`src/regBridge_defs.svh`:
```
`ifndef REGBRIDGE_DEFS_SVH
`define REGBRIDGE_DEFS_SVH

// ---------------------------------------------------------------------------
// bridge geometry
// ---------------------------------------------------------------------------

// byte address width on the host port and on the AXI4-Lite bus
`define REGBRIDGE_ADDR_BITS 8

// data width of host port and bus
// strobe width is this over eight
`define REGBRIDGE_DATA_BITS 32

// 32-bit registers in the bank, byte span is four times this
`define REGBRIDGE_REG_COUNT 16

// ---------------------------------------------------------------------------
// buffering
// ---------------------------------------------------------------------------

// default entries per queue
`define REGBRIDGE_QUEUE_DEPTH 4

`endif

```
`src/regBridgePkg.sv`:
```
`default_nettype none

`include "regBridge_defs.svh"

package regBridgePkg;

	// -----------------------------------------------------------------------
	// bus response codes
	// -----------------------------------------------------------------------

	// only OKAY and SLVERR are ever produced by the bank
	typedef enum logic [1:0] {
		respOkay   = 2'd0,
		respSlvErr = 2'd2
	} respT;

	// -----------------------------------------------------------------------
	// queue payloads
	// -----------------------------------------------------------------------

	// host command as it sits in the command queue
	typedef struct packed {
		logic                                write;
		logic [`REGBRIDGE_ADDR_BITS-1:0]     addr;
		logic [`REGBRIDGE_DATA_BITS-1:0]     data;
		logic [`REGBRIDGE_DATA_BITS/8-1:0]   strb;
	} cmdT;

	// response back to the host, data is zero for writes
	typedef struct packed {
		logic                                write;
		logic [`REGBRIDGE_DATA_BITS-1:0]     data;
		respT                                resp;
	} rspT;

endpackage

`default_nettype wire

```
`src/payloadQueue.sv`:
```
`timescale 1ns/1ps
`default_nettype none

`include "regBridge_defs.svh"

module payloadQueue #(
	parameter type payloadT = logic [7:0],
	parameter int depth = `REGBRIDGE_QUEUE_DEPTH
) (
	input wire logic CLK,
	input wire logic arstN,
	input wire logic inValid,
	output logic inReady,
	input wire payloadT inPayload,
	output logic outValid,
	input wire logic outReady,
	output payloadT outPayload
);

	localparam int ptrBits = (depth > 1) ? $clog2(depth) : 1;
	localparam int cntBits = $clog2(depth + 1);

	payloadT store [depth];
	logic [ptrBits-1:0] rdPtr;
	logic [ptrBits-1:0] wrPtr;
	logic [cntBits-1:0] count;
	logic [cntBits-1:0] countNext;
	logic fullQ;
	logic notEmptyQ;
	logic push;
	logic pop;

	// pointer wrap at the last slot, works for any depth
	function automatic logic [ptrBits-1:0] nextPtr(input logic [ptrBits-1:0] ptr);
		if (ptr == ptrBits'(depth - 1)) begin
			return '0;
		end
		return ptr + 1'b1;
	endfunction

	// a full queue still takes an entry when the head leaves in the same cycle
	assign inReady = !fullQ || outReady;
	assign outValid = notEmptyQ;
	assign outPayload = store[rdPtr];

	assign push = inValid && inReady;
	assign pop = outValid && outReady;

	always_comb begin
		countNext = count;
		if (push && !pop) begin
			countNext = count + 1'b1;
		end else if (pop && !push) begin
			countNext = count - 1'b1;
		end
	end

	// pointers, count and registered status flags
	always_ff @(posedge CLK or negedge arstN) begin
		if (!arstN) begin
			rdPtr <= '0;
			wrPtr <= '0;
			count <= '0;
			fullQ <= 1'b0;
			notEmptyQ <= 1'b0;
		end else begin
			if (push) begin
				wrPtr <= nextPtr(wrPtr);
			end
			if (pop) begin
				rdPtr <= nextPtr(rdPtr);
			end
			count <= countNext;
			fullQ <= (countNext == cntBits'(depth));
			notEmptyQ <= (countNext != '0);
		end
	end

	// payload storage
	always_ff @(posedge CLK) begin
		if (push) begin
			store[wrPtr] <= inPayload;
		end
	end

	countBound: assert property (@(posedge CLK) disable iff (!arstN)
		count <= cntBits'(depth))
		else $error("payloadQueue count %0d above depth %0d", count, depth);

endmodule

`default_nettype wire

```
`src/axiLiteMaster.sv`:
```
`timescale 1ns/1ps
`default_nettype none

`include "regBridge_defs.svh"

module axiLiteMaster
	import regBridgePkg::*;
(
	input wire logic CLK,
	input wire logic arstN,
	// command side
	input wire logic cmdValid,
	output logic cmdReady,
	input wire cmdT cmd,
	// response side
	output logic rspValid,
	input wire logic rspReady,
	output rspT rsp,
	// write address
	output logic [`REGBRIDGE_ADDR_BITS-1:0] AWADDR,
	output logic AWVALID,
	input wire logic AWREADY,
	// write data
	output logic [`REGBRIDGE_DATA_BITS-1:0] WDATA,
	output logic [`REGBRIDGE_DATA_BITS/8-1:0] WSTRB,
	output logic WVALID,
	input wire logic WREADY,
	// write response
	input wire logic [1:0] BRESP,
	input wire logic BVALID,
	output logic BREADY,
	// read address
	output logic [`REGBRIDGE_ADDR_BITS-1:0] ARADDR,
	output logic ARVALID,
	input wire logic ARREADY,
	// read data
	input wire logic [`REGBRIDGE_DATA_BITS-1:0] RDATA,
	input wire logic [1:0] RRESP,
	input wire logic RVALID,
	output logic RREADY
);

	typedef enum logic [1:0] {
		sIdle,
		sAddr,
		sResp,
		sPush
	} stateT;

	stateT state;
	logic isWrite;
	logic awDone;
	logic wDone;
	logic [`REGBRIDGE_DATA_BITS-1:0] rspDataQ;
	respT rspRespQ;
	logic pop;
	logic awHs;
	logic wHs;
	logic arHs;
	logic bHs;
	logic rHs;
	logic wrAddrDone;

	// ---------------------------------------------------------------------
	// handshakes
	// ---------------------------------------------------------------------

	assign awHs = AWVALID && AWREADY;
	assign wHs = WVALID && WREADY;
	assign arHs = ARVALID && ARREADY;
	assign bHs = BVALID && BREADY;
	assign rHs = RVALID && RREADY;

	// AW and W may finish in either order
	assign wrAddrDone = (awDone || awHs) && (wDone || wHs);

	// next command only when the response queue can take its answer
	// in sPush the current answer leaves in this same cycle
	assign cmdReady = rspReady && (state == sIdle || state == sPush);
	assign pop = cmdValid && cmdReady;

	assign rspValid = (state == sPush);
	assign rsp = '{write: isWrite, data: rspDataQ, resp: rspRespQ};

	// ---------------------------------------------------------------------
	// FSM with registered bus outputs
	// ---------------------------------------------------------------------

	always_ff @(posedge CLK or negedge arstN) begin
		if (!arstN) begin
			state <= sIdle;
			isWrite <= 1'b0;
			awDone <= 1'b0;
			wDone <= 1'b0;
			rspDataQ <= '0;
			rspRespQ <= respOkay;
			AWADDR <= '0;
			AWVALID <= 1'b0;
			WDATA <= '0;
			WSTRB <= '0;
			WVALID <= 1'b0;
			BREADY <= 1'b0;
			ARADDR <= '0;
			ARVALID <= 1'b0;
			RREADY <= 1'b0;
		end else begin
			case (state)
				sAddr: begin
					// drop each valid once its channel has moved
					if (awHs) begin
						AWVALID <= 1'b0;
						awDone <= 1'b1;
					end
					if (wHs) begin
						WVALID <= 1'b0;
						wDone <= 1'b1;
					end
					if (arHs) begin
						ARVALID <= 1'b0;
					end
					if (isWrite ? wrAddrDone : arHs) begin
						state <= sResp;
					end
				end
				sResp: begin
					if (isWrite ? bHs : rHs) begin
						rspDataQ <= isWrite ? '0 : RDATA;
						rspRespQ <= respT'(isWrite ? BRESP : RRESP);
						BREADY <= 1'b0;
						RREADY <= 1'b0;
						state <= sPush;
					end
				end
				sPush: begin
					if (rspReady) begin
						state <= sIdle;
					end
				end
				default: begin
				end
			endcase
			// pop overrides the sPush exit, back-to-back commands
			if (pop) begin
				isWrite <= cmd.write;
				awDone <= 1'b0;
				wDone <= 1'b0;
				if (cmd.write) begin
					AWADDR <= cmd.addr;
					WDATA <= cmd.data;
					WSTRB <= cmd.strb;
				end else begin
					ARADDR <= cmd.addr;
				end
				AWVALID <= cmd.write;
				WVALID <= cmd.write;
				BREADY <= cmd.write;
				ARVALID <= !cmd.write;
				RREADY <= !cmd.write;
				state <= sAddr;
			end
		end
	end

	// ---------------------------------------------------------------------
	// bus protocol checks
	// ---------------------------------------------------------------------

	awHold: assert property (@(posedge CLK) disable iff (!arstN)
		AWVALID && !AWREADY |=> AWVALID && $stable(AWADDR))
		else $error("AWVALID or AWADDR changed before AWREADY");

	wHold: assert property (@(posedge CLK) disable iff (!arstN)
		WVALID && !WREADY |=> WVALID && $stable(WDATA) && $stable(WSTRB))
		else $error("WVALID or write data changed before WREADY");

	arHold: assert property (@(posedge CLK) disable iff (!arstN)
		ARVALID && !ARREADY |=> ARVALID && $stable(ARADDR))
		else $error("ARVALID or ARADDR changed before ARREADY");

	// one transaction at a time on the bus
	noMix: assert property (@(posedge CLK) disable iff (!arstN)
		!(ARVALID && (AWVALID || WVALID)))
		else $error("read and write issued together");

endmodule

`default_nettype wire

```
`src/axiLiteRegBank.sv`:
```
`timescale 1ns/1ps
`default_nettype none

`include "regBridge_defs.svh"

module axiLiteRegBank
	import regBridgePkg::*;
(
	input wire logic CLK,
	input wire logic arstN,
	// write address
	input wire logic [`REGBRIDGE_ADDR_BITS-1:0] AWADDR,
	input wire logic AWVALID,
	output logic AWREADY,
	// write data
	input wire logic [`REGBRIDGE_DATA_BITS-1:0] WDATA,
	input wire logic [`REGBRIDGE_DATA_BITS/8-1:0] WSTRB,
	input wire logic WVALID,
	output logic WREADY,
	// write response
	output logic [1:0] BRESP,
	output logic BVALID,
	input wire logic BREADY,
	// read address
	input wire logic [`REGBRIDGE_ADDR_BITS-1:0] ARADDR,
	input wire logic ARVALID,
	output logic ARREADY,
	// read data
	output logic [`REGBRIDGE_DATA_BITS-1:0] RDATA,
	output logic [1:0] RRESP,
	output logic RVALID,
	input wire logic RREADY
);

	localparam int idxBits = $clog2(`REGBRIDGE_REG_COUNT);
	localparam int strbBits = `REGBRIDGE_DATA_BITS / 8;
	// byte span covered by the register file
	localparam int regSpan = `REGBRIDGE_REG_COUNT * 4;

	logic [`REGBRIDGE_DATA_BITS-1:0] regFile [`REGBRIDGE_REG_COUNT];
	logic [idxBits-1:0] wrIdx;
	logic [idxBits-1:0] rdIdx;
	logic wrInRange;
	logic rdInRange;
	logic wrStart;
	logic rdStart;
	logic wrHs;
	logic rdHs;

	// ---------------------------------------------------------------------
	// address decode
	// ---------------------------------------------------------------------

	// word index from bits above the byte lane, lane bits ignored
	assign wrIdx = AWADDR[idxBits+1:2];
	assign rdIdx = ARADDR[idxBits+1:2];
	assign wrInRange = int'(AWADDR) < regSpan;
	assign rdInRange = int'(ARADDR) < regSpan;

	// ready pulses for one cycle, never while a response is still out
	assign wrStart = AWVALID && WVALID && !BVALID && !AWREADY;
	assign rdStart = ARVALID && !RVALID && !ARREADY;

	// AW and W are always taken together
	assign wrHs = AWVALID && AWREADY && WVALID && WREADY;
	assign rdHs = ARVALID && ARREADY;

	// ---------------------------------------------------------------------
	// write path
	// ---------------------------------------------------------------------

	always_ff @(posedge CLK or negedge arstN) begin
		if (!arstN) begin
			AWREADY <= 1'b0;
			WREADY <= 1'b0;
			BVALID <= 1'b0;
			BRESP <= '0;
			for (int i = 0; i < `REGBRIDGE_REG_COUNT; i++) begin
				regFile[i] <= '0;
			end
		end else begin
			AWREADY <= wrStart;
			WREADY <= wrStart;
			if (wrHs) begin
				// byte merge under strobe, out of range writes are dropped
				if (wrInRange) begin
					for (int b = 0; b < strbBits; b++) begin
						if (WSTRB[b]) begin
							regFile[wrIdx][8*b +: 8] <= WDATA[8*b +: 8];
						end
					end
				end
				BRESP <= wrInRange ? respOkay : respSlvErr;
				BVALID <= 1'b1;
			end else if (BVALID && BREADY) begin
				BVALID <= 1'b0;
			end
		end
	end

	// ---------------------------------------------------------------------
	// read path
	// ---------------------------------------------------------------------

	always_ff @(posedge CLK or negedge arstN) begin
		if (!arstN) begin
			ARREADY <= 1'b0;
			RVALID <= 1'b0;
			RDATA <= '0;
			RRESP <= '0;
		end else begin
			ARREADY <= rdStart;
			if (rdHs) begin
				// decode error reads as zero
				RDATA <= rdInRange ? regFile[rdIdx] : '0;
				RRESP <= rdInRange ? respOkay : respSlvErr;
				RVALID <= 1'b1;
			end else if (RVALID && RREADY) begin
				RVALID <= 1'b0;
			end
		end
	end

	bHold: assert property (@(posedge CLK) disable iff (!arstN)
		BVALID && !BREADY |=> BVALID && $stable(BRESP))
		else $error("BVALID or BRESP changed before BREADY");

	rHold: assert property (@(posedge CLK) disable iff (!arstN)
		RVALID && !RREADY |=> RVALID && $stable(RDATA) && $stable(RRESP))
		else $error("RVALID or read data changed before RREADY");

endmodule

`default_nettype wire

```
`src/regBridgeTop.sv`:
```
`timescale 1ns/1ps
`default_nettype none

`include "regBridge_defs.svh"

module regBridgeTop
	import regBridgePkg::*;
(
	input wire logic CLK,
	input wire logic arstN,
	// host commands
	input wire logic cmdValid,
	output logic cmdReady,
	input wire logic cmdWrite,
	input wire logic [`REGBRIDGE_ADDR_BITS-1:0] cmdAddr,
	input wire logic [`REGBRIDGE_DATA_BITS-1:0] cmdData,
	input wire logic [`REGBRIDGE_DATA_BITS/8-1:0] cmdStrb,
	// host responses
	output logic rspValid,
	input wire logic rspReady,
	output logic rspWrite,
	output logic [`REGBRIDGE_DATA_BITS-1:0] rspData,
	output logic [1:0] rspResp
);

	cmdT cmdIn;
	cmdT cmdHead;
	logic cmdHeadValid;
	logic cmdHeadReady;
	rspT rspIn;
	logic rspInValid;
	logic rspInReady;
	rspT rspOut;

	// AXI4-Lite between master and bank
	logic [`REGBRIDGE_ADDR_BITS-1:0] awAddr;
	logic awValid;
	logic awReady;
	logic [`REGBRIDGE_DATA_BITS-1:0] wData;
	logic [`REGBRIDGE_DATA_BITS/8-1:0] wStrb;
	logic wValid;
	logic wReady;
	logic [1:0] bResp;
	logic bValid;
	logic bReady;
	logic [`REGBRIDGE_ADDR_BITS-1:0] arAddr;
	logic arValid;
	logic arReady;
	logic [`REGBRIDGE_DATA_BITS-1:0] rData;
	logic [1:0] rResp;
	logic rValid;
	logic rReady;

	// pack loose host fields, unpack the response
	assign cmdIn = '{write: cmdWrite, addr: cmdAddr, data: cmdData, strb: cmdStrb};
	assign rspWrite = rspOut.write;
	assign rspData = rspOut.data;
	assign rspResp = rspOut.resp;

	payloadQueue #(
		.payloadT(cmdT),
		.depth(`REGBRIDGE_QUEUE_DEPTH)
	) cmdQueue (
		.CLK(CLK),
		.arstN(arstN),
		.inValid(cmdValid),
		.inReady(cmdReady),
		.inPayload(cmdIn),
		.outValid(cmdHeadValid),
		.outReady(cmdHeadReady),
		.outPayload(cmdHead)
	);

	axiLiteMaster i_axiLiteMaster (
		.CLK(CLK),
		.arstN(arstN),
		.cmdValid(cmdHeadValid),
		.cmdReady(cmdHeadReady),
		.cmd(cmdHead),
		.rspValid(rspInValid),
		.rspReady(rspInReady),
		.rsp(rspIn),
		.AWADDR(awAddr),
		.AWVALID(awValid),
		.AWREADY(awReady),
		.WDATA(wData),
		.WSTRB(wStrb),
		.WVALID(wValid),
		.WREADY(wReady),
		.BRESP(bResp),
		.BVALID(bValid),
		.BREADY(bReady),
		.ARADDR(arAddr),
		.ARVALID(arValid),
		.ARREADY(arReady),
		.RDATA(rData),
		.RRESP(rResp),
		.RVALID(rValid),
		.RREADY(rReady)
	);

	axiLiteRegBank i_axiLiteRegBank (
		.CLK(CLK),
		.arstN(arstN),
		.AWADDR(awAddr),
		.AWVALID(awValid),
		.AWREADY(awReady),
		.WDATA(wData),
		.WSTRB(wStrb),
		.WVALID(wValid),
		.WREADY(wReady),
		.BRESP(bResp),
		.BVALID(bValid),
		.BREADY(bReady),
		.ARADDR(arAddr),
		.ARVALID(arValid),
		.ARREADY(arReady),
		.RDATA(rData),
		.RRESP(rResp),
		.RVALID(rValid),
		.RREADY(rReady)
	);

	// responses wait here in command order
	payloadQueue #(
		.payloadT(rspT),
		.depth(`REGBRIDGE_QUEUE_DEPTH)
	) rspQueue (
		.CLK(CLK),
		.arstN(arstN),
		.inValid(rspInValid),
		.inReady(rspInReady),
		.inPayload(rspIn),
		.outValid(rspValid),
		.outReady(rspReady),
		.outPayload(rspOut)
	);

endmodule

`default_nettype wire

```
`config.mk`:
```
export PLATFORM = sky130hd
export DESIGN_NAME = regBridgeTop
export DESIGN_NICKNAME = d
export VERILOG_FILES = /design/src/regBridgePkg.sv /design/src/payloadQueue.sv /design/src/axiLiteMaster.sv /design/src/axiLiteRegBank.sv /design/src/regBridgeTop.sv
export VERILOG_INCLUDE_DIRS = /design/src
export SDC_FILE = /design/constraint.sdc
export NUM_CORES = 1
export LEC_CHECK = 0
export ABC_AREA = 1
export ABC_CLOCK_PERIOD_IN_PS = 4600
export BUFFER_PORTS_ARGS = -buffer_cell sky130_fd_sc_hd__buf_2
export CORE_MARGIN = 2
export CORE_UTILIZATION = 31
export CTS_BUF_LIST = sky130_fd_sc_hd__clkbuf_2
export CTS_CLUSTER_SIZE = 10
export DETAILED_ROUTE_END_ITERATION = 7
export PLACE_DENSITY = 0.42
export SLEW_MARGIN = 15
export SYNTH_ARGS = -nofsm -noshare
export SYNTH_HDL_FRONTEND = slang
export SYNTH_SLANG_ARGS = --single-unit
```
`constraint.sdc`:
```
create_clock -name CLK -period 4.6 [get_ports CLK]
set_clock_uncertainty 0.05 [all_clocks]
set_input_delay 0.69 -clock CLK [delete_from_list [all_inputs] [get_ports CLK]]
set_output_delay 0.69 -clock CLK [all_outputs]
set_load 0.05 [all_outputs]
```
==> impl_results.rst <==
.. list-table::
   :header-rows: 1

   * - Metric
     - Value
   * - Result of the run
     - finished, final reports clean
   * - Initial cell density of the core
     - 31.2%
   * - Clock latency reported for the late side of the worst-skew pair
     - 1590 ps
   * - Count of standard-cell rows
     - 133
   * - Beginning of the worst register-to-register path
     - i_axiLiteMaster.AWADDR[5]
   * - Flop pwr share
     - 41.0%
   * - Synth Net Count
     - 4433
   * - Reported net switching power
     - 12.1 mW
   * - Number of buffers added for setup after CTS
     - 0
   * - Design internal power
     - 15.1 mW
   * - Cell type contributing the most total cell area after synthesis
     - dfrtp_1
   * - Wire length per cell after detailed routing
     - 18.9 µm
   * - DRC marker count from the first detailed-route iteration
     - 2277
   * - Category of the worst setup path launch point
     - flip-flop
   * - Width of the die
     - 368 µm
   * - Post-synthesis sequential area ratio
     - 62.8%
   * - Total chip power
     - 27.2 mW
   * - Cell area after synthesis
     - 41000 µm²
   * - Data required, critical path
     - 3860 ps
   * - Setup slack after placement
     - 1630 ps
   * - Launch instance of the worst min-delay path
     - cmdValid
   * - Highest-count cells in the layout ignoring fill and taps
     - 1430 x nand2_1, 685 x o21ai_0, 654 x dfrtp_1, 418 x nand3_1, 402 x clkbuf_2
   * - Max Clock Freq
     - 238 MHz
   * - DRC Markers
     - 0
   * - Max-slew violation count
     - 0
   * - Max capacitance violation total
     - 0
   * - Clock network fraction of total power
     - 22.4%
   * - Clock tree from TritonCTS
     - built
   * - Depth of the CTS H-tree
     - 5
   * - Filler cell count in the final layout
     - 13825
   * - Setup slack after layout
     - 406 ps
   * - CP Max Fanout
     - 32
   * - Dpl hpwl
     - 70400 µm
   * - Power Dens Cells
     - 590 nW/µm²
   * - Core area
     - 131000 µm²
   * - Number of flip-flops and latches in the synthesized netlist
     - 967
   * - Sw Ratio
     - 44.5%
   * - Minimum clock period after layout
     - 4190 ps
   * - TritonRoute pass-1 iters
     - 5
   * - GRT Total Usage
     - 18.3%
   * - Sink Count
     - 967
   * - Die ar.
     - 135000 µm²
   * - Min-delay worst type
     - in2reg
   * - Combinational fraction of design power
     - 36.6%
   * - Pin count of the biggest net entering global routing
     - 140
   * - Summed negative setup slack over all endpoints
     - 0 ps
   * - Final setup fails
     - 0
   * - Mean instance size in the synthesized netlist
     - 9.39 µm²
   * - Netlist cell types
     - 36
   * - Vertical die dimension
     - 368 µm
   * - Share of post-route cells with drive strength above 1
     - 13.0%
   * - Number of buffers created by CTS
     - 284
   * - Final antenna-violating net count
     - 0
   * - Dominant cells by area after synthesis
     - dfrtp_1 40%, edfxtp_1 23%, nand2_1 13%
   * - Worst relative slew slack
     - 27.7%
   * - Peak VDD IR
     - 0.000522 V
   * - Fraction of synthesized cell area taken by the top area cell type
     - 40.2%
   * - Number of global-route vias before repair
     - 30887
   * - Transition time at the pin with the least slew margin
     - 1080 ps
   * - Wire length after detailed routing
     - 123000 µm
   * - Hold violation total from the final report
     - 0
   * - Post-CTS sizing
     - 0
   * - Count of mapped cells out of synthesis
     - 4366
   * - Number of vias in the routed layout
     - 30900
   * - Vias per Instance
     - 4.75
   * - Arrival time at the worst endpoint
     - 3450 ps
   * - Overflow after GRT
     - 0
   * - Area growth syn-to-layout
     - 12.6%
   * - Wire length of the first global-routing pass
     - 190000 µm
   * - Worst setup startpoint
     - rspQueue.rdPtr[1]
   * - Critical Setup Path Class
     - reg2out
   * - Primary FF master, synth
     - dfrtp_1
   * - Clock root buffer
     - clkbuf_2
   * - Layout Nets
     - 4669
   * - Static Leakage
     - 19.8 nW
   * - Post-synth EDFFs
     - 308
   * - Setup repair after global routing missed its margin
     - no
   * - Number of buffer cells added on primary ports
     - 82
   * - Maximum clock insertion buffer count
     - 4
   * - Clock transition at path regs
     - 100 ps
   * - Final RePlAce weighted congestion
     - 0.729
   * - Most frequent standard cell in the layout excluding fill and tap cells
     - nand2_1
   * - Count of warnings emitted by yosys
     - 0
   * - Number of primary I/O pins
     - 86
   * - Synth async-reset ratio
     - 68.1%
   * - Portion of the clock cycle consumed by the worst path in the final layout
     - 91.2%
   * - Type of element capturing the critical path
     - output pin
   * - Number of antenna violations at the first check in global routing
     - 4
==> sequential cells by signal, indices dropped and copies added (netlist names), 2 cells and up <==
| signal | cells |
|---|---|
| i_axiLiteRegBank.regFile | 512 |
| rspQueue.store | 136 |
| rspQueue.wrPtr | 2 |
| rspQueue.count | 3 |
| i_axiLiteMaster.rspDataQ | 32 |
| cmdQueue.store | 172 |
| i_axiLiteMaster.WDATA | 32 |
| i_axiLiteMaster.AWADDR | 6 |
| i_axiLiteMaster.ARADDR | 6 |
| cmdQueue.wrPtr | 2 |
| cmdQueue.rdPtr | 2 |
| i_axiLiteMaster.state | 2 |
| i_axiLiteRegBank.RDATA | 32 |
| rspQueue.rdPtr | 2 |
| i_axiLiteMaster.WSTRB | 4 |
| cmdQueue.count | 3 |
==> worst paths after layout <==
| path | end | slack [ps] | cells past startpoint |
|---|---|---|---|
| worst min-delay path | cmdQueue.count[2] | 290 | 5 |
| max in group asynchronous | i_axiLiteRegBank.regFile[69] | 3420 | 4 |
| worst min register to register | rspQueue.store[1][11] | 400 | 0 |
| worst max-delay path | rspData[6] | 410 | 5 |
| worst max register to register | i_axiLiteRegBank.regFile[174] | 1570 | 4 |
| min in group asynchronous | i_axiLiteRegBank.regFile[81] | 460 | 4 |
==> logic make-up (layout without fill, tap and decap cells) <==
group,after synthesis,count (layout),synth area share [%]
AND/OR/NAND/NOR,2102,2102,21.1
buffers and inverters,426,814,4.71
other,1,3,0.00915
AO/OA/AOI/OAI,848,848,10.8
flip-flops,967,967,62.8
adder cells (fa/ha/maj),18,18,0.549
XOR/XNOR,4,4,0.0855
==> power groups by stage <==
stage                     Sequential, mW  Clock [mW]  Combinational (mW)
after floorplan                     10.9           0                6.34
after global placement              11.3           0                10.0
after detailed placement            11.3           0                10.1
after CTS                           11.2        6.41                10.2
after global routing                11.3        6.88                11.0
final                               11.2        6.09                9.97
==> per-stage QoR <==
step           instances  util, %  area, µm²  hold slack, ps
6_report            6511     35.2      46200             294
5_1_grt             6511     35.2      46200             197
4_1_cts             6509     35.1      46100            30.5
3_5_place_dp        5978     32.7      42900             398
3_3_place_gp        5977     32.7      42900             405
2_1_floorplan       4366        -      41000             344
==> area by class of cell <==
cell class                      count  area, µm²  share of cell area [%]
Clock inverter                     36        241                   0.523
Multi-Input combinational cell   2973      13400                    29.0
Timing Repair Buffer              233       2000                    4.33
Sequential cell                   967      25800                    55.8
Antenna cell                        2       5.00                  0.0108
Clock buffer                      402       2010                    4.36
Tap cell                         1755       2200                    4.76
Inverter                          143        548                    1.19
==> critical path: stages (launching register included) <==
cell and delay, ps:
dfrtp_1 580, inv_1 230, buf_4 390, o21ai_0 150
o22ai_1 250, buf_2 320
==> layer usage <==
layer	up-vias	global-route usage, %	wire [µm]
met2	641	28.4	55500
met5	-	0	0
li1	15172	-	-
met4	0	6.96	3270
met3	186	3.53	5680
met1	14901	25.3	58500
==> synthesized netlist by cell type (3+ instances only) <==
| master | number |
|---|---|
| edfxtp_1 | 308 |
| inv_1 | 139 |
| o22ai_1 | 73 |
| nand2_1 | 1431 |
| a21oi_1 | 19 |
| nor3_2 | 3 |
| buf_1 | 17 |
| xnor2_1 | 3 |
| nand2_2 | 25 |
| o21ai_0 | 685 |
| buf_2 | 59 |
| dfrtp_1 | 659 |
| nand3_1 | 418 |
| o21ai_1 | 35 |
| nor2_1 | 202 |
| nor2_4 | 8 |
| a31oi_1 | 3 |
| ha_1 | 18 |
| clkbuf_1 | 172 |
| nor3_1 | 3 |
| nand3_2 | 3 |
| o31ai_1 | 33 |
| buf_6 | 33 |
==> repair_timing <==
item / 4_1_cts / 5_1_grt
hold buffers: 93 / 0
hold endpoints to repair: 966 / 0
setup endpoints to repair: 0 / 0
No activity file was read; power rests on OpenSTA's default activity.
